**src/source/sv32_defines.svh**
```systemverilog
`ifndef SV32_DEFINES_SVH
`define SV32_DEFINES_SVH

// TLB geometry
`define SV32_TLB_ENTRIES 8
`define SV32_TLB_IDX_W   3

// Access type codes
`define SV32_ACC_LOAD  2'd0
`define SV32_ACC_STORE 2'd1
`define SV32_ACC_FETCH 2'd2

// Page level codes
`define SV32_LVL_4M 2'd1  // Superpage leaf at level 1
`define SV32_LVL_4K 2'd2  // Leaf at level 0

// PTE flag positions
`define SV32_PTE_V 0
`define SV32_PTE_R 1
`define SV32_PTE_W 2
`define SV32_PTE_X 3

`endif

```
**src/source/sv32_pkg.sv**
```systemverilog
package sv32_pkg;

    // Virtual address as issued by the core
    typedef logic [31:0] vaddr_t;

    // Physical address, truncated to 32 bits
    typedef logic [31:0] paddr_t;

    // Raw page table entry
    typedef logic [31:0] pte_t;

    // VPN[1] in the upper ten bits, VPN[0] below
    typedef logic [19:0] vpn_t;

    // Root page table number from satp
    typedef logic [19:0] ppn_t;

    // Page level, 4M or 4K code
    typedef logic [1:0] level_t;

    // Load, store or fetch
    typedef logic [1:0] access_t;

    // Walker FSM
    typedef enum logic [2:0] {
        IDLE,    // Waiting for a request
        LOOKUP,  // TLB query on the captured address
        L1_REQ,  // Level-1 PTE read
        L0_REQ,  // Level-0 PTE read
        RESP     // Response from the walked PTE
    } ptw_state_t;

endpackage

```
**src/source/sv32_tlb.sv**
```systemverilog
`timescale 1ns/1ps
`include "sv32_defines.svh"

module sv32_tlb (
    input  logic                clk,
    input  logic                rst_n,
    input  logic                flush_i,

    // Lookup port
    input  sv32_pkg::vaddr_t    query_vaddr_i,
    output logic                query_hit_o,
    output sv32_pkg::pte_t      query_pte_o,
    output sv32_pkg::level_t    query_level_o,

    // Refill port
    input  logic                update_valid_i,
    input  sv32_pkg::vpn_t      update_vpn_i,
    input  sv32_pkg::pte_t      update_pte_i,
    input  sv32_pkg::level_t    update_level_i
);

    // Entry state
    logic [`SV32_TLB_ENTRIES-1:0] valid_q;
    sv32_pkg::vpn_t               vpn_q   [`SV32_TLB_ENTRIES];
    sv32_pkg::pte_t               pte_q   [`SV32_TLB_ENTRIES];
    sv32_pkg::level_t             level_q [`SV32_TLB_ENTRIES];

    logic [`SV32_TLB_IDX_W-1:0]   ptr_q;  // Next slot to replace

    // Address split
    logic [9:0]                   q_vpn1;
    logic [9:0]                   q_vpn0;

    logic                         hit;
    sv32_pkg::pte_t               hit_pte;
    sv32_pkg::level_t             hit_level;

    assign q_vpn1 = query_vaddr_i[31:22];
    assign q_vpn0 = query_vaddr_i[21:12];

    // Fully associative match over all entries
    always_comb begin
        hit       = 1'b0;
        hit_pte   = '0;
        hit_level = '0;
        for (int i = 0; i < `SV32_TLB_ENTRIES; i++) begin
            if (valid_q[i] && (vpn_q[i][19:10] == q_vpn1)) begin
                if (level_q[i] == `SV32_LVL_4M) begin
                    // Superpage ignores VPN[0]
                    hit       = 1'b1;
                    hit_pte   = pte_q[i];
                    hit_level = level_q[i];
                end else if ((level_q[i] == `SV32_LVL_4K) &&
                             (vpn_q[i][9:0] == q_vpn0)) begin
                    hit       = 1'b1;
                    hit_pte   = pte_q[i];
                    hit_level = level_q[i];
                end
            end
        end
    end

    assign query_hit_o   = hit;
    assign query_pte_o   = hit_pte;
    assign query_level_o = hit_level;

    // Valid bits and replacement pointer
    always_ff @(posedge clk or negedge rst_n) begin
        if (!rst_n) begin
            valid_q <= '0;
            ptr_q   <= '0;
        end else if (flush_i) begin
            valid_q <= '0;  // Whole-TLB flush wins over refill
            ptr_q   <= '0;
        end else if (update_valid_i) begin
            valid_q[ptr_q] <= 1'b1;
            ptr_q          <= ptr_q + 1'b1;  // Wraps after the last slot
        end
    end

    // Entry payload
    always_ff @(posedge clk) begin
        if (update_valid_i && !flush_i) begin
            vpn_q[ptr_q]   <= update_vpn_i;
            pte_q[ptr_q]   <= update_pte_i;
            level_q[ptr_q] <= update_level_i;
        end
    end

    // Only leaves of a known size get cached
    a_refill_level: assert property (
        @(posedge clk) disable iff (!rst_n)
        update_valid_i |-> (update_level_i == `SV32_LVL_4M) ||
                           (update_level_i == `SV32_LVL_4K)
    );

    // Walker refill and external flush are never concurrent
    a_refill_no_flush: assert property (
        @(posedge clk) disable iff (!rst_n)
        !(update_valid_i && flush_i)
    );

endmodule

```
**src/source/sv32_ptw.sv**
```systemverilog
`timescale 1ns/1ps
`include "sv32_defines.svh"

module sv32_ptw (
    input  logic                 clk,
    input  logic                 rst_n,

    // Request and response
    input  logic                 req_valid_i,
    input  sv32_pkg::vaddr_t     req_vaddr_i,
    input  sv32_pkg::access_t    req_access_i,
    input  sv32_pkg::ppn_t       satp_ppn_i,
    output logic                 resp_valid_o,
    output sv32_pkg::paddr_t     resp_paddr_o,
    output logic                 resp_fault_o,
    output logic                 busy_o,

    // TLB
    output sv32_pkg::vaddr_t     tlb_vaddr_o,
    input  logic                 tlb_hit_i,
    input  sv32_pkg::pte_t       tlb_pte_i,
    input  sv32_pkg::level_t     tlb_level_i,
    output logic                 tlb_update_valid_o,
    output sv32_pkg::vpn_t       tlb_update_vpn_o,
    output sv32_pkg::pte_t       tlb_update_pte_o,
    output sv32_pkg::level_t     tlb_update_level_o,

    // PTE memory read port
    output logic                 mem_req_o,
    output sv32_pkg::paddr_t     mem_addr_o,
    input  logic                 mem_rvalid_i,
    input  sv32_pkg::pte_t       mem_rdata_i,

    // Permission check
    output sv32_pkg::pte_t       chk_pte_o,
    output sv32_pkg::level_t     chk_level_o,
    output sv32_pkg::access_t    chk_access_o,
    output sv32_pkg::vaddr_t     chk_vaddr_o,
    input  logic                 chk_fault_i,
    input  sv32_pkg::paddr_t     chk_paddr_i
);

    sv32_pkg::ptw_state_t state_q;
    sv32_pkg::vaddr_t     vaddr_q;
    sv32_pkg::access_t    access_q;
    sv32_pkg::pte_t       walk_pte_q;    // Leaf found by the walk
    sv32_pkg::level_t     walk_level_q;
    logic                 walk_fault_q;  // V clear or pointer at level 0
    logic                 rd_valid;
    logic                 rd_leaf;

    // Classify the returned PTE
    assign rd_valid = mem_rdata_i[`SV32_PTE_V];
    assign rd_leaf  = mem_rdata_i[`SV32_PTE_R] | mem_rdata_i[`SV32_PTE_X];

    always_ff @(posedge clk or negedge rst_n) begin
        if (!rst_n) begin
            state_q            <= sv32_pkg::IDLE;
            vaddr_q            <= '0;
            access_q           <= '0;
            walk_pte_q         <= '0;
            walk_level_q       <= '0;
            walk_fault_q       <= 1'b0;
            mem_req_o          <= 1'b0;
            mem_addr_o         <= '0;
            tlb_update_valid_o <= 1'b0;
            resp_valid_o       <= 1'b0;
            resp_paddr_o       <= '0;
            resp_fault_o       <= 1'b0;
        end else begin
            resp_valid_o       <= 1'b0;  // Strobes last one cycle
            tlb_update_valid_o <= 1'b0;
            case (state_q)
                sv32_pkg::IDLE: begin
                    if (req_valid_i && !busy_o) begin
                        vaddr_q  <= req_vaddr_i;
                        access_q <= req_access_i;
                        state_q  <= sv32_pkg::LOOKUP;
                    end
                end
                sv32_pkg::LOOKUP: begin
                    walk_fault_q <= 1'b0;
                    if (tlb_hit_i) begin
                        // Response straight from the cached leaf
                        resp_valid_o <= 1'b1;
                        resp_fault_o <= chk_fault_i;
                        resp_paddr_o <= chk_fault_i ? '0 : chk_paddr_i;
                        state_q      <= sv32_pkg::IDLE;
                    end else begin
                        mem_req_o  <= 1'b1;
                        mem_addr_o <= {satp_ppn_i, 12'b0} + {20'b0, vaddr_q[31:22], 2'b00};
                        state_q    <= sv32_pkg::L1_REQ;
                    end
                end
                sv32_pkg::L1_REQ: begin
                    if (mem_rvalid_i) begin
                        mem_req_o <= 1'b0;
                        if (!rd_valid) begin
                            walk_fault_q <= 1'b1;
                            state_q      <= sv32_pkg::RESP;
                        end else if (rd_leaf) begin
                            walk_pte_q         <= mem_rdata_i;
                            walk_level_q       <= `SV32_LVL_4M;
                            tlb_update_valid_o <= 1'b1;
                            state_q            <= sv32_pkg::RESP;
                        end else begin
                            // Pointer, request drops for a cycle before level 0
                            mem_addr_o <= {mem_rdata_i[29:10], 12'b0} +
                                          {20'b0, vaddr_q[21:12], 2'b00};
                            state_q    <= sv32_pkg::L0_REQ;
                        end
                    end
                end
                sv32_pkg::L0_REQ: begin
                    if (mem_rvalid_i) begin
                        mem_req_o <= 1'b0;
                        if (rd_valid && rd_leaf) begin
                            walk_pte_q         <= mem_rdata_i;
                            walk_level_q       <= `SV32_LVL_4K;
                            tlb_update_valid_o <= 1'b1;
                        end else begin
                            walk_fault_q <= 1'b1;  // Invalid or another pointer
                        end
                        state_q <= sv32_pkg::RESP;
                    end else begin
                        mem_req_o <= 1'b1;
                    end
                end
                sv32_pkg::RESP: begin
                    resp_valid_o <= 1'b1;
                    resp_fault_o <= walk_fault_q | chk_fault_i;
                    resp_paddr_o <= (walk_fault_q | chk_fault_i) ? '0 : chk_paddr_i;
                    state_q      <= sv32_pkg::IDLE;
                end
                default: state_q <= sv32_pkg::IDLE;
            endcase
        end
    end

    // Held through the response cycle
    assign busy_o = (state_q != sv32_pkg::IDLE) || resp_valid_o;

    assign tlb_vaddr_o        = vaddr_q;
    assign tlb_update_vpn_o   = vaddr_q[31:12];
    assign tlb_update_pte_o   = walk_pte_q;
    assign tlb_update_level_o = walk_level_q;

    // Cached leaf during lookup, walked leaf otherwise
    assign chk_pte_o    = (state_q == sv32_pkg::LOOKUP) ? tlb_pte_i : walk_pte_q;
    assign chk_level_o  = (state_q == sv32_pkg::LOOKUP) ? tlb_level_i : walk_level_q;
    assign chk_access_o = access_q;
    assign chk_vaddr_o  = vaddr_q;

    a_addr_stable: assert property (
        @(posedge clk) disable iff (!rst_n)
        (mem_req_o && !mem_rvalid_i) |=> $stable(mem_addr_o)
    );

    // Memory answers only an open request
    a_rvalid_pending: assert property (
        @(posedge clk) disable iff (!rst_n)
        mem_rvalid_i |-> mem_req_o
    );

endmodule

```
**src/source/sv32_perm_check.sv**
```systemverilog
`timescale 1ns/1ps
`include "sv32_defines.svh"

module sv32_perm_check (
    input  sv32_pkg::pte_t     pte_i,
    input  sv32_pkg::level_t   level_i,
    input  sv32_pkg::access_t  access_i,
    input  sv32_pkg::vaddr_t   vaddr_i,
    output logic               fault_o,
    output sv32_pkg::paddr_t   paddr_o
);

    logic pte_r;
    logic pte_w;
    logic pte_x;
    logic has_right;    // Access type allowed by the flags
    logic bad_wr;       // Reserved W without R
    logic misaligned;   // Superpage with low PPN bits set
    logic is_4m;

    assign pte_r = pte_i[`SV32_PTE_R];
    assign pte_w = pte_i[`SV32_PTE_W];
    assign pte_x = pte_i[`SV32_PTE_X];
    assign is_4m = (level_i == `SV32_LVL_4M);

    always_comb begin
        case (access_i)
            `SV32_ACC_LOAD:  has_right = pte_r;
            `SV32_ACC_STORE: has_right = pte_w;
            `SV32_ACC_FETCH: has_right = pte_x;
            default:         has_right = 1'b0;  // Unknown access never passes
        endcase
    end

    assign bad_wr     = pte_w & ~pte_r;
    assign misaligned = is_4m && (pte_i[19:10] != 10'b0);

    assign fault_o = bad_wr | ~has_right | misaligned;

    // PPN[1] always, PPN[0] only for 4 KB pages
    assign paddr_o = is_4m ? {pte_i[29:20], vaddr_i[21:0]}
                           : {pte_i[29:20], pte_i[19:10], vaddr_i[11:0]};

endmodule

```
**src/source/sv32_mmu_top.sv**
```systemverilog
`timescale 1ns/1ps

module sv32_mmu_top (
    input  logic                clk,
    input  logic                rst_n,

    // Translation request
    input  logic                req_valid_i,
    input  sv32_pkg::vaddr_t    req_vaddr_i,
    input  sv32_pkg::access_t   req_access_i,

    // Global controls
    input  sv32_pkg::ppn_t      satp_ppn_i,
    input  logic                flush_i,

    // Translation response
    output logic                resp_valid_o,
    output sv32_pkg::paddr_t    resp_paddr_o,
    output logic                resp_fault_o,
    output logic                busy_o,

    // PTE memory
    output logic                mem_req_o,
    output sv32_pkg::paddr_t    mem_addr_o,
    input  logic                mem_rvalid_i,
    input  sv32_pkg::pte_t      mem_rdata_i
);

    // Walker to TLB
    sv32_pkg::vaddr_t   tlb_vaddr;
    logic               tlb_hit;
    sv32_pkg::pte_t     tlb_pte;
    sv32_pkg::level_t   tlb_level;
    logic               tlb_update_valid;
    sv32_pkg::vpn_t     tlb_update_vpn;
    sv32_pkg::pte_t     tlb_update_pte;
    sv32_pkg::level_t   tlb_update_level;

    // Walker to permission check
    sv32_pkg::pte_t     chk_pte;
    sv32_pkg::level_t   chk_level;
    sv32_pkg::access_t  chk_access;
    sv32_pkg::vaddr_t   chk_vaddr;
    logic               chk_fault;
    sv32_pkg::paddr_t   chk_paddr;

    sv32_tlb u_tlb (
        .clk            (clk),
        .rst_n          (rst_n),
        .flush_i        (flush_i),
        .query_vaddr_i  (tlb_vaddr),
        .query_hit_o    (tlb_hit),
        .query_pte_o    (tlb_pte),
        .query_level_o  (tlb_level),
        .update_valid_i (tlb_update_valid),
        .update_vpn_i   (tlb_update_vpn),
        .update_pte_i   (tlb_update_pte),
        .update_level_i (tlb_update_level)
    );

    sv32_ptw u_ptw (
        .clk                (clk),
        .rst_n              (rst_n),
        .req_valid_i        (req_valid_i),
        .req_vaddr_i        (req_vaddr_i),
        .req_access_i       (req_access_i),
        .satp_ppn_i         (satp_ppn_i),
        .resp_valid_o       (resp_valid_o),
        .resp_paddr_o       (resp_paddr_o),
        .resp_fault_o       (resp_fault_o),
        .busy_o             (busy_o),
        .tlb_vaddr_o        (tlb_vaddr),
        .tlb_hit_i          (tlb_hit),
        .tlb_pte_i          (tlb_pte),
        .tlb_level_i        (tlb_level),
        .tlb_update_valid_o (tlb_update_valid),
        .tlb_update_vpn_o   (tlb_update_vpn),
        .tlb_update_pte_o   (tlb_update_pte),
        .tlb_update_level_o (tlb_update_level),
        .mem_req_o          (mem_req_o),
        .mem_addr_o         (mem_addr_o),
        .mem_rvalid_i       (mem_rvalid_i),
        .mem_rdata_i        (mem_rdata_i),
        .chk_pte_o          (chk_pte),
        .chk_level_o        (chk_level),
        .chk_access_o       (chk_access),
        .chk_vaddr_o        (chk_vaddr),
        .chk_fault_i        (chk_fault),
        .chk_paddr_i        (chk_paddr)
    );

    sv32_perm_check u_perm (
        .pte_i    (chk_pte),
        .level_i  (chk_level),
        .access_i (chk_access),
        .vaddr_i  (chk_vaddr),
        .fault_o  (chk_fault),
        .paddr_o  (chk_paddr)
    );

endmodule

```
**config.mk**
```make
export PLATFORM = sky130hd
export DESIGN_NAME = sv32_mmu_top
export DESIGN_NICKNAME = d
export VERILOG_FILES = /design/src/source/sv32_pkg.sv /design/src/source/sv32_tlb.sv /design/src/source/sv32_ptw.sv /design/src/source/sv32_perm_check.sv /design/src/source/sv32_mmu_top.sv
export VERILOG_INCLUDE_DIRS = /design/src /design/src/source
export SDC_FILE = /design/constraint.sdc
export NUM_CORES = 1
export LEC_CHECK = 0
export ABC_CLOCK_PERIOD_IN_PS = 5800
export BUFFER_PORTS_ARGS = -buffer_cell sky130_fd_sc_hd__buf_4
export CELL_PAD_IN_SITES_DETAIL_PLACEMENT = 1
export CELL_PAD_IN_SITES_GLOBAL_PLACEMENT = 1
export CORE_ASPECT_RATIO = 1.75
export CORE_UTILIZATION = 45
export CTS_CLUSTER_SIZE = 14
export DETAILED_ROUTE_END_ITERATION = 16
export GPL_ROUTABILITY_DRIVEN = 0
export GPL_TIMING_DRIVEN = 1
export PLACE_DENSITY_LB_ADDON = 0.1
export SLEW_MARGIN = 10
export SYNTH_ARGS = -nofsm -noshare
export SYNTH_HDL_FRONTEND = slang
export SYNTH_SLANG_ARGS = --single-unit
```
**constraint.sdc**
```tcl
create_clock -name clk -period 5.8 [get_ports clk]
set_input_delay 0 -clock clk [delete_from_list [all_inputs] [get_ports clk]]
set_output_delay 0 -clock clk [all_outputs]
set_load 0.02 [all_outputs]
```
==> reports/metrics.csv, run 1 <==
stage,metric,value,unit
global_route,first-pass GRT wire length,88.7,mm
floorplanning,die height,286,um
timing,final worst-path cycle share,80.3,%
global_route,total gr overflow,0,
clock_network,Num CTS Buffers,47,
floorplanning,row count,103,
drt,Iteration-0 DRC Markers,684,
drt,Routed Wire Length,57.2,mm
floorplanning,die area,46900,um2
timing,Final Hold Vio Count,0,
hold_path,Hold Path Class,in -> async,
drt,wire per inst,25.0,um
global_route,pin count of the biggest net entering global routing,84,
setup_path,CP required,6290,ps
floorplanning,Die W,164,um
synthesis,multiplexer area fraction after synthesis,5.33,%
synthesis,Async SR Flop Fraction,28.0,%
clock_network,Post-CTS Setup Inserts,0,
timing,Least-Margin Pin Slew,974,ps
timing,Rel. slew slack,34.7,%
final_layout,Non-Filler Instances,2290,
timing,clock skew,19.5,ps
final_layout,share of layout cells above drive strength 1,20.7,%
drt,Residual DRC,0,
synthesis,Seq cells post-synth,500,
setup_path,crit-path max FO,25,
floorplanning,Ports,159,
synthesis,largest family of logic cells by synthesized area,compound AO/OA/AOI/OAI gates,
synthesis,xor and xnor area share after synthesis,6.86,%
status,status,"finished, final reports clean",
synthesis,"EDFF count, synth",360,
clock_network,CTS resizes,0,
place,dpl hpwl,36.5,mm
final_layout,antenna cells,0,
final_layout,Final Net Count,1767,
synthesis,Netlist Area Pre-Place,20700,um2
clock_network,CTS H-tree depth,2,
run,Max-Cap Viols,0,
place,Post-Place Cells,2122,
global_route,initial antenna violation count,0,
drt,antenna-violating nets left,0,
timing,RSZ-0062 raised after global routing,false,
clock_network,clock slew at reported path FFs,60,ps
pwr,pwr dens,471,nW/um2
clock_network,CTS tree,built,
clock_network,root buffer selected by CTS,clkbuf_16,
synthesis,Mean Syn Cell Area,14.6,um2
synthesis,register area share after synthesis,69.2,%
timing,Setup Viol. Count Final,0,
global_route,gr usage total,25.5,%
final_layout,Layout area overhead,20.6,%
drt,via count,13100,
synthesis,Synth Area in Compound Gates,8.92,%
global_route,vias in the first global route,14600,
synthesis,adder-cell share of the synthesized area,0.0605,%
clock_network,Skew-Pair Late Insertion Delay,560,ps
drt,TritonRoute pass-1 iters,4,
synthesis,top_reg_cell synth,edfxtp_1,
timing,setup total negative slack,0,ps
pwr,maximum vdd drop,330,uV
setup_path,Critical Path AT,5150,ps
setup_path,crit end category,register,
floorplanning,starting density of the core,45.7,%
timing,Final Critical Period,4660,ps
floorplanning,Placeable Area,45200,um2
setup_path,CP Launch Type,register,
clock_network,clock buffer depth,3,
place,buffers added on ports,148,
setup_path,Setup CP Type,reg -> reg,
synthesis,Simple-Gate Fraction of Synth Area,7.51,%
drt,Via density,5.72,
synthesis,Synth Warn #,0,
clock_network,number of clock sinks,500,
clock_network,cts hold-fix bufs,81,
synthesis,Cells after Synth,1419,
pwr,P_leak,8.82,nW
timing,"Slew Viols, Final",0,
synthesis,Synth cell types,65,
timing,fmax,215,MHz
==> cell type report <==
class,instances,area (um2)
Inverter,6,22.5
Clock buffer,66,1340
Multi-Input combinational cell,837,6050
Clock inverter,21,168
Timing Repair Buffer,283,2330
Sequential cell,500,14300
Tap cell,577,722
Fill cell,4305,20300
==> power breakdown <==
group | leakage (nW) | switching (W) | internal (W)
Combinational | 3.11 | 0.00184 | 0.00144
Clock | 0.736 | 0.00132 | 0.00174
Sequential | 4.98 | 0.000766 | 0.00465
==> logic make-up (layout without fill, tap and decap cells) <==
kind of cell | Yosys count | after routing
flops | 500 | 500
simple gates | 313 | 313
compound gates | 257 | 257
xor+xnor | 162 | 162
mux | 102 | 102
buf+inv | 83 | 376
fa+ha+maj | 1 | 1
other cells | 1 | 2
==> critical path: stages (launching register included) <==
cell and delay [ps]:
dfrtp_1 850, buf_4 270, xnor2_1 120, nand3_1 170, o31ai_1 400, buf_4 250
and2_1 360, nor3_2 190, nand2_1 340, or3_1 180, nand3_1 120, or4_4 460
o31ai_4 270, buf_4 370, a32o_1 220
==> worst paths after layout <==
check	from	end	slack (ps)	cells after the start
min in group clk	req_vaddr_i[6]	u_ptw.chk_vaddr_o[6]	210	3
worst min register to register	u_tlb.valid_q[5]	u_tlb.valid_q[5]	480	1
worst min-delay path	rst_n	u_ptw.mem_addr_o[22]	90	2
max in group asynchronous	rst_n	u_tlb.valid_q[2]	4380	3
worst max-delay path	u_ptw.chk_vaddr_o[17]	u_ptw.resp_paddr_o[10]	1140	14
worst max register to register	u_ptw.chk_vaddr_o[17]	u_ptw.resp_paddr_o[10]	1140	14
==> flip-flops by register name, summed over array words and instances (netlist names), 2 cells and up <==
signal and flops:
u_ptw.tlb_update_level_o 2, u_tlb.pte_q 184, u_ptw.tlb_update_pte_o 23, u_ptw.mem_addr_o 30, u_tlb.vpn_q 160, u_ptw.chk_vaddr_o 32, u_ptw.state_q 3, u_tlb.ptr_q 3
u_tlb.level_q 16, u_ptw.resp_paddr_o 32, u_tlb.valid_q 8, u_ptw.chk_access_o 2
==> Yosys cell counts, types with 17 or more instances <==
cell type / number / share of area (%)
mux2i_1: 37 / 1.8
a21oi_1: 66 / 1.6
nand2_1: 57 / 1.0
edfxtp_1: 360 / 52
clkbuf_1: 45 / 0.82
a32o_1: 32 / 1.5
o21ai_0: 36 / 0.87
a221oi_1: 22 / 0.93
xnor2_1: 151 / 6.4
nand3_1: 32 / 0.77
mux2_2: 63 / 3.4
dfrtp_1: 140 / 17
nand4_1: 37 / 1.1
nor2_1: 89 / 1.6
nor3_1: 36 / 0.87
nor2b_1: 17 / 0.51
==> metrics by stage <==
step	util [%]	worst slack (ps)	hold slack (ps)	instance area [um2]	total power, W
6_report	55.2	1140	87.4	25000	0.0118
5_1_grt	55.2	841	162	25000	0.0123
4_1_cts	55.1	1080	119	24900	0.0119
3_5_place_dp	50.0	1090	150	22600	0.00876
3_3_place_gp	50.0	1170	148	22600	0.00864
2_1_floorplan	-	246	-296	20700	0.00735
==> placed cells by master (no fill, tap or decap), drive strengths merged, types with 6 or more instances in the layout <==
cell type    netlist  layout
dfrtp            140     140
xor2              11      11
nand2b             8       8
a21o              12      12
nor4              15      15
mux2              65      65
o221ai            14      14
clkinv             1      18
a211oi            12      12
o21a              13      13
a221oi            25      25
nand2             57      57
nor2b             17      17
nand4             37      37
nor3              38      38
a21oi             67      67
dlygate4sd3        0      81
o21ai             42      42
edfxtp           360     360
buf               32     202
nor2              89      89
mux2i             37      37
nand3             32      32
xnor2            151     151
a32o              32      32
a221o              6       6
inv                5       6
clkbuf            45      66
==> layer usage <==
metal | track usage, % | wire [um] | share of wire (%) | vias to the layer above
li1 | - | - | - | 5882
met1 | 29.1 | 21800 | 38 | 6814
met2 | 48.7 | 32000 | 56 | 322
met3 | 2.64 | 2020 | 3.5 | 84
met4 | 7.75 | 1450 | 2.5 | 0
met5 | 0 | 0 | 0 | -
Power figures use the tool's default switching activity.
==> inputs of run 2 (changes only) <==
--- a/config.mk
+++ b/config.mk
@@ -6,7 +6,7 @@
 export SDC_FILE = /design/constraint.sdc
 export NUM_CORES = 1
 export LEC_CHECK = 0
-export ABC_CLOCK_PERIOD_IN_PS = 5800
+export ABC_CLOCK_PERIOD_IN_PS = 3800
 export BUFFER_PORTS_ARGS = -buffer_cell sky130_fd_sc_hd__buf_4
 export CELL_PAD_IN_SITES_DETAIL_PLACEMENT = 1
 export CELL_PAD_IN_SITES_GLOBAL_PLACEMENT = 1
==> constraint.sdc (replaced) <==
create_clock -name clk -period 3.8 [get_ports clk]
set_input_delay 0 -clock clk [delete_from_list [all_inputs] [get_ports clk]]
set_output_delay 0 -clock clk [all_outputs]
set_load 0.02 [all_outputs]
==> run 2 against run 1 <==
Effect of this change:
- highest routed layer unchanged
- fmax is 25% higher
- global-route usage is 0.51 points higher
- core utilization increased by 2.9 points
- critical path type unchanged
- hold slack worse by 12 ps
- routed wire length increased by 4.8%
- cell area rose by 5.2%
- non-clock buffer count rose by 118
- clock skew rose by 4.2 ps
- combinational power rose by 91%
- clock-buffer cell count up 1
- die area unchanged
==> reports/metrics.csv, run 2 (synthesis results as in run 1) <==
stage,metric,value,unit,change
status,status,"finished, final reports clean",,
pwr,total power draw,0.0189,W,+61%
setup_path,"slowest stage delay, CP",540,ps,-310 ps
pwr,maximum vdd drop,501,uV,+52%
clock_network,root buffer selected by CTS,clkbuf_16,,
clock_network,number of clock sinks,500,,unchanged
final_layout,"most common cell after layout, fill and taps aside",edfxtp_1,,
timing,Rel. slew slack,35.7,%,+1.0 points
global_route,gr usage total,26.0,%,+0.51 points
timing,"Slew Viols, Final",0,,unchanged
final_layout,number of flip-flops in the largest register,184,,unchanged
timing,Setup Viol. Count Final,0,,unchanged
pwr,P_leak,9.50,nW,+7.7%
global_route,pin count of the biggest net entering global routing,82,,-2.4%
timing,fmax,269,MHz,+25%
final_layout,most frequent cells in the layout,"edfxtp_1, buf_4, xnor2_1",,
floorplanning,row count,103,,unchanged
final_layout,Layout area overhead,26.9,%,
final_layout,antenna cells,0,,unchanged
setup_path,CP top delay family,compound AO/OA/AOI/OAI gates,,
drt,TritonRoute pass-1 iters,5,,+1
place,Post-Place Worst Slack,-255,ps,-1340 ps
place,dpl hpwl,39.1,mm,+7.0%
drt,Via density,5.65,,-1.3%
timing,final worst slack,80.6,ps,-1060 ps
place,buffers added on ports,148,,unchanged
clock_network,Skew-Pair Late Insertion Delay,580,ps,+20 ps
hold_path,Hold Path Class,in -> async,,
drt,Routed Wire Length,60.0,mm,+4.8%
floorplanning,Ports,159,,unchanged
setup_path,CP required,4310,ps,-1980 ps
drt,via count,13600,,+3.8%
clock_network,CTS tree,built,,
drt,wire per inst,24.9,um,-0.28%
place,Post-Place Cells,2216,,+4.4%
clock_network,clock buffer depth,3,,unchanged
final_layout,largest register by flop count,u_tlb.pte_q,,
setup_path,Slowest cell on crit path,or4_4,,
setup_path,CP Launch Type,register,,
setup_path,Setup CP Type,reg -> reg,,
global_route,initial antenna violation count,0,,unchanged
floorplanning,die height,286,um,unchanged
run,Max-Cap Viols,0,,unchanged
floorplanning,starting density of the core,45.7,%,unchanged
setup_path,crit-path max FO,12,,-52%
setup_path,Reg2Reg Launch Point,u_ptw.chk_vaddr_o[29],,
global_route,total gr overflow,0,,unchanged
floorplanning,Die W,164,um,unchanged
global_route,first-pass GRT wire length,90.1,mm,+1.7%
setup_path,"critical path, cell by cell",buf_4 -> xnor2_1 -> nand4_1 -> nor3_2 -> buf_4 -> o21a_1 -> buf_6 -> mux2i_1 -> a21oi_1 -> o21a_1 -> o21ai_2 -> or4_4 -> o31ai_4 -> buf_6 -> clkbuf_16 -> a32o_1,,
timing,Final Hold Vio Count,0,,unchanged
clock_network,Num CTS Buffers,46,,-2.1%
final_layout,cell area after layout,26300,um2,+5.2%
timing,Final Critical Period,3720,ps,-938 ps
drt,antenna-violating nets left,0,,unchanged
floorplanning,die area,46900,um2,unchanged
timing,final worst-path cycle share,97.9,%,+18 points
clock_network,clock slew at reported path FFs,60,ps,about the same
final_layout,biggest regs,"u_tlb.pte_q: 184 flops, u_tlb.vpn_q: 160 flops",,
global_route,vias in the first global route,14800,,+1.1%
final_layout,Non-Filler Instances,2407,,+5.1%
setup_path,critical path buffer and inverter count,5,,+2
setup_path,crit end category,register,,
pwr,pwr dens,719,nW/um2,+53%
timing,Least-Margin Pin Slew,962,ps,-12.2 ps
clock_network,CTS H-tree depth,2,,unchanged
floorplanning,Placeable Area,45200,um2,unchanged
drt,Iteration-0 DRC Markers,712,,+4.1%
place,placed cell areas,23500,um2,+3.7%
setup_path,Critical Path AT,4230,ps,-920 ps
timing,clock skew,23.7,ps,+4.24 ps
final_layout,share of layout cells above drive strength 1,29.0,%,+8.2 points
setup_path,Crit. Startpoint,u_ptw.chk_vaddr_o[29],,
final_layout,Final Net Count,1884,,+6.6%
drt,Residual DRC,0,,unchanged
[run 2: changes by cell type in the layout (fill, tap and decap cells not counted), moves of 4 or more]
cell      before  now
xnor2_1      151  144
dfrtp_2        0   14
dfrtp_1      140  126
clkinv_1      14    6
buf_12         0   12
clkbuf_8       3    9
o221ai_2       0    4
nor3_1        32   22
xnor2_2        0    6
o221ai_1      14   10
buf_4        201  294
nor3_2         6   14
buf_6          1    8
[run 2: area by class of cell]
| type | instances | area, um2 |
|---|---|---|
| Sequential cell | 500 | 14300 |
| Fill cell | 4259 | 19000 |
| Clock inverter | 19 | 138 |
| Clock buffer | 67 | 1320 |
| Timing Repair Buffer | 401 | 3450 |
| Inverter | 6 | 22.5 |
| Multi-Input combinational cell | 837 | 6270 |
| Tap cell | 577 | 722 |
[run 2: power by group]
group          total (W)  switching, W  internal [W]
logic            0.00626       0.00330       0.00296
registers        0.00809      0.000975       0.00711
clock network    0.00454       0.00205       0.00249
total             0.0189       0.00632        0.0126
[run 2: final timing paths]
kind / cells after the start / end / slack [ps]
setup / recovery: 16 / u_ptw.resp_paddr_o[26] / 80
hold / removal: 2 / u_ptw.mem_addr_o[23] / 80
setup reg to reg: 16 / u_ptw.resp_paddr_o[26] / 80
hold reg to reg: 1 / u_tlb.valid_q[6] / 480
max in group asynchronous: 3 / u_ptw.chk_vaddr_o[26] / 2820
min in group clk: 5 / u_ptw.mem_addr_o[12] / 100
[run 2: per-layer routing]
layer,GRT usage [%],wire [um],vias to the layer above
li1,-,-,6125
met1,29.3,22400,7024
met2,48.6,33200,340
met3,3.20,2270,108
met4,10.3,2190,0
met5,0,0,-
[run 2: per-stage QoR]
stage          hold slack (ps)  utilization, %  setup TNS [ps]
2_1_floorplan             -296               -         -268730
3_3_place_gp               135            51.8           -5460
3_5_place_dp               146            51.8           -7730
4_1_cts                   87.6            57.2               0
5_1_grt                    122            58.0            -849
6_report                  75.3            58.0               0
[run 2: worst register-to-register path: cells and delay by family, from the launching register on]
family / cells / cell delay [ps]
xor+xnor: 1 / 170
compound gates: 6 / 1040
mux: 1 / 80
simple gates: 3 / 1030
buf+inv: 5 / 880
flops: 1 / 470
[run 2: repair_timing]
action                     in CTS  in global routing
hold buffers                   83                  0
setup endpoints to repair      33                 33
gates resized for setup        21                 48
cloned                          1                  3
pin swaps                       4                 19
hold endpoints to repair      177                  0
setup buffers                   2                 17
==> inputs of run 3 (changes only) <==
--- a/config.mk
+++ b/config.mk
@@ -9,14 +9,15 @@
 export ABC_CLOCK_PERIOD_IN_PS = 3800
 export BUFFER_PORTS_ARGS = -buffer_cell sky130_fd_sc_hd__buf_4
 export CELL_PAD_IN_SITES_DETAIL_PLACEMENT = 1
-export CELL_PAD_IN_SITES_GLOBAL_PLACEMENT = 1
+export CELL_PAD_IN_SITES_GLOBAL_PLACEMENT = 2
 export CORE_ASPECT_RATIO = 1.75
-export CORE_UTILIZATION = 45
+export CORE_UTILIZATION = 39
+export CTS_CLUSTER_DIAMETER = 50
 export CTS_CLUSTER_SIZE = 14
 export DETAILED_ROUTE_END_ITERATION = 16
 export GPL_ROUTABILITY_DRIVEN = 0
 export GPL_TIMING_DRIVEN = 1
-export PLACE_DENSITY_LB_ADDON = 0.1
+export PLACE_DENSITY = 0.73
 export SLEW_MARGIN = 10
 export SYNTH_ARGS = -nofsm -noshare
 export SYNTH_HDL_FRONTEND = slang
==> run 3 against run 2 <==
Effect of this change:
- critical path depth unchanged
- via count is essentially flat
- final cell count increased by 5.1%
- first-iteration DRC count shrank 6.6%
- cell area is 1.5% higher
- critical endpoint is now u_ptw.resp_paddr_o[2]
- global-route usage down 3.4 points
- non-clock buffer count rose by 33
- highest routed layer unchanged
- sequential power down 1%
- clock skew down 5.8 ps
- largest cell class unchanged
==> reports/metrics.csv, run 3 (synthesis results as in run 1) <==
stage,metric,value,unit,change
setup_path,CP required,4240,ps,-70 ps
final_layout,"most common cell after layout, fill and taps aside",edfxtp_1,,
final_layout,fill cell count,5118,,+20%
final_layout,most frequent cells in the layout,"edfxtp_1, buf_4, xnor2_1",,
timing,Setup Viol. Count Final,0,,unchanged
timing,Rel. slew slack,41.9,%,+6.2 points
clock_network,Skew-Pair Late Insertion Delay,560,ps,-20 ps
drt,Routed Wire Length,60.5,mm,+0.80%
final_layout,antenna cells,0,,unchanged
pwr,P_leak,9.66,nW,+1.7%
drt,Residual DRC,0,,unchanged
setup_path,reg-to-reg endpoint,u_ptw.resp_paddr_o[2],,
pwr,Cell Int Power,0.0125,W,-0.24%
drt,Iteration-0 DRC Markers,665,,-6.6%
timing,final worst-path cycle share,98.4,%,+0.52 points
global_route,total gr overflow,0,,unchanged
clock_network,number of clock sinks,500,,unchanged
final_layout,biggest regs,"u_tlb.pte_q: 184 flops, u_tlb.vpn_q: 160 flops",,
global_route,vias in the first global route,14900,,+0.72%
final_layout,Final Net Count,1913,,+1.5%
final_layout,cell area after layout,26700,um2,+1.5%
timing,fmax,267,MHz,-0.53%
floorplanning,Placeable Area,52400,um2,+16%
global_route,first-pass GRT wire length,91.0,mm,+0.98%
setup_path,R2R depth,16,,unchanged
setup_path,"slowest stage delay, CP",500,ps,-40 ps
timing,"Slew Viols, Final",0,,unchanged
timing,RSZ-0062 raised after global routing,true,,
drt,Via density,5.37,,-4.9%
drt,TritonRoute pass-1 iters,6,,+1
pwr,total power draw,0.0189,W,-0.15%
clock_network,clock slew at reported path FFs,70,ps,about the same
pwr,pwr dens,707,nW/um2,-1.7%
global_route,pin count of the biggest net entering global routing,78,,-4.9%
pwr,switching power total,0.00632,W,about the same
status,status,"finished, final reports clean",,
timing,final worst slack,60.8,ps,-19.8 ps
global_route,initial antenna violation count,0,,unchanged
final_layout,area of the multi-input gates,6420,um2,+2.4%
floorplanning,die area,54000,um2,+15%
floorplanning,starting density of the core,39.5,%,-6.2 points
final_layout,share of layout cells above drive strength 1,30.3,%,+1.4 points
setup_path,CP top delay family,simple AND/OR/NAND/NOR gates,,
setup_path,Reg2Reg Launch Point,u_ptw.chk_vaddr_o[28],,
place,placed cell areas,23800,um2,+1.4%
pwr,clock power share,21.7,%,-2.3 points
place,Post-Place Worst Slack,-152,ps,+103 ps
global_route,gr usage total,22.5,%,-3.4 points
place,buffers added on ports,148,,unchanged
final_layout,largest register by flop count,u_tlb.pte_q,,
setup_path,Setup CP Type,reg -> reg,,
final_layout,storage element area,14300,um2,about the same
setup_path,critical path buffer and inverter count,5,,unchanged
pwr,maximum vdd drop,487,uV,-2.9%
run,Max-Cap Viols,0,,unchanged
clock_network,CTS H-tree depth,2,,unchanged
clock_network,root buffer selected by CTS,clkbuf_16,,
pwr,Switching Fraction,33.5,%,+0.060 points
final_layout,number of flip-flops in the largest register,184,,unchanged
drt,via count,13600,,-0.088%
timing,Least-Margin Pin Slew,869,ps,-92.7 ps
setup_path,"critical path, cell by cell",buf_4 -> xnor2_1 -> nand4_1 -> or3_4 -> nor2b_2 -> nand3b_1 -> a211o_1 -> a32oi_4 -> a211oi_2 -> buf_4 -> nand4_1 -> o31ai_4 -> buf_6 -> buf_4 -> buf_12 -> a32o_1,,
setup_path,crit end category,register,,
drt,wire per inst,23.9,um,-4.1%
setup_path,Slowest cell on crit path,or3_4,,
timing,clock skew,17.9,ps,-5.83 ps
hold_path,Hold Path Class,in -> async,,
clock_network,Num CTS Buffers,42,,-8.7%
setup_path,Critical Path AT,4180,ps,-50 ps
place,dpl hpwl,40.6,mm,+3.8%
setup_path,CP Launch Type,register,,
setup_path,r2r setup slk,60,ps,-20 ps
setup_path,crit-path max FO,13,,+1
floorplanning,Ports,159,,unchanged
pwr,Seq pwr share,42.4,%,-0.4 points
clock_network,clock buffer depth,3,,unchanged
final_layout,Layout area overhead,28.8,%,
floorplanning,row count,111,,+7.8%
floorplanning,Die W,176,um,+7.3%
floorplanning,die height,307,um,+7.4%
place,Post-Place Cells,2333,,+5.3%
timing,Final Hold Vio Count,0,,unchanged
pwr,Comb power frac,35.9,%,+2.7 points
setup_path,"most used cell, CP",buf_4,,
final_layout,Non-Filler Instances,2530,,+5.1%
timing,setup total negative slack,0,ps,unchanged
timing,Final Critical Period,3740,ps,+19.8 ps
clock_network,CTS tree,built,,
drt,antenna-violating nets left,0,,unchanged
-- run 3: worst register-to-register path: cells and delay by family, from the launching register on --
| kind | cells | cell delay (ps) |
|---|---|---|
| compound gates | 5 | 1060 |
| xor+xnor | 1 | 160 |
| buf+inv | 5 | 710 |
| flops | 1 | 470 |
| simple gates | 5 | 1230 |
-- run 3: power groups by stage --
stage | registers, W | logic [W] | clock network [W]
floorplan | 0.00816 | 0.00306 | 0
detailed placement | 0.00811 | 0.00595 | 0
finish | 0.00800 | 0.00677 | 0.00409
global route | 0.00811 | 0.00723 | 0.00433
global placement | 0.00805 | 0.00581 | 0
CTS | 0.00801 | 0.00633 | 0.00418
-- run 3: cell type report --
type / instances / area share (%)
clock inverters: 5 / 0.117
clock buffers: 70 / 4.45
multi-input cells: 837 / 24.1
well taps: 678 / 3.18
flip-flops and latches: 500 / 53.8
inverters: 6 / 0.0845
repair buffers: 434 / 14.3
-- run 3: per-layer routing --
layer  GRT usage, %  part of all wire (%)
met3           2.21                   2.9
met5              0                     0
met1           25.3                    38
met4           7.91                   3.2
met2           43.4                    56
-- run 3: how the worst max path moves through the flow --
stage	from	slack, ps	to	cells after the start
after global routing	u_ptw.chk_vaddr_o[13]	-50	u_ptw.resp_paddr_o[15]	17
after CTS	u_ptw.chk_vaddr_o[12]	4	u_ptw.resp_paddr_o[16]	17
after detailed placement	u_ptw.chk_vaddr_o[24]	-150	u_ptw.resp_paddr_o[24]	13
after floorplan	u_ptw.tlb_update_valid_o	-1750	u_tlb.level_q[2][0]	3
final	u_ptw.chk_vaddr_o[28]	60	u_ptw.resp_paddr_o[2]	16
after global placement	u_ptw.chk_vaddr_o[20]	-40	u_ptw.resp_paddr_o[19]	14
-- run 3: per-stage QoR --
step	hold slack, ps	util, %
after floorplan	-296	-
after global placement	92.4	45.4
after detailed placement	99.6	45.4
after CTS	83.9	49.8
after global routing	126	50.9
final	44.8	50.9
-- run 3: repair_timing --
item / in CTS / in global routing
hold buffers: 83 / 0
gates cloned: 1 / 0
setup buffers: 10 / 28
pin swaps: 7 / 23
resized for setup: 29 / 74
setup endpoints to repair: 33 / 64
endpoints found under the hold margin: 170 / 0
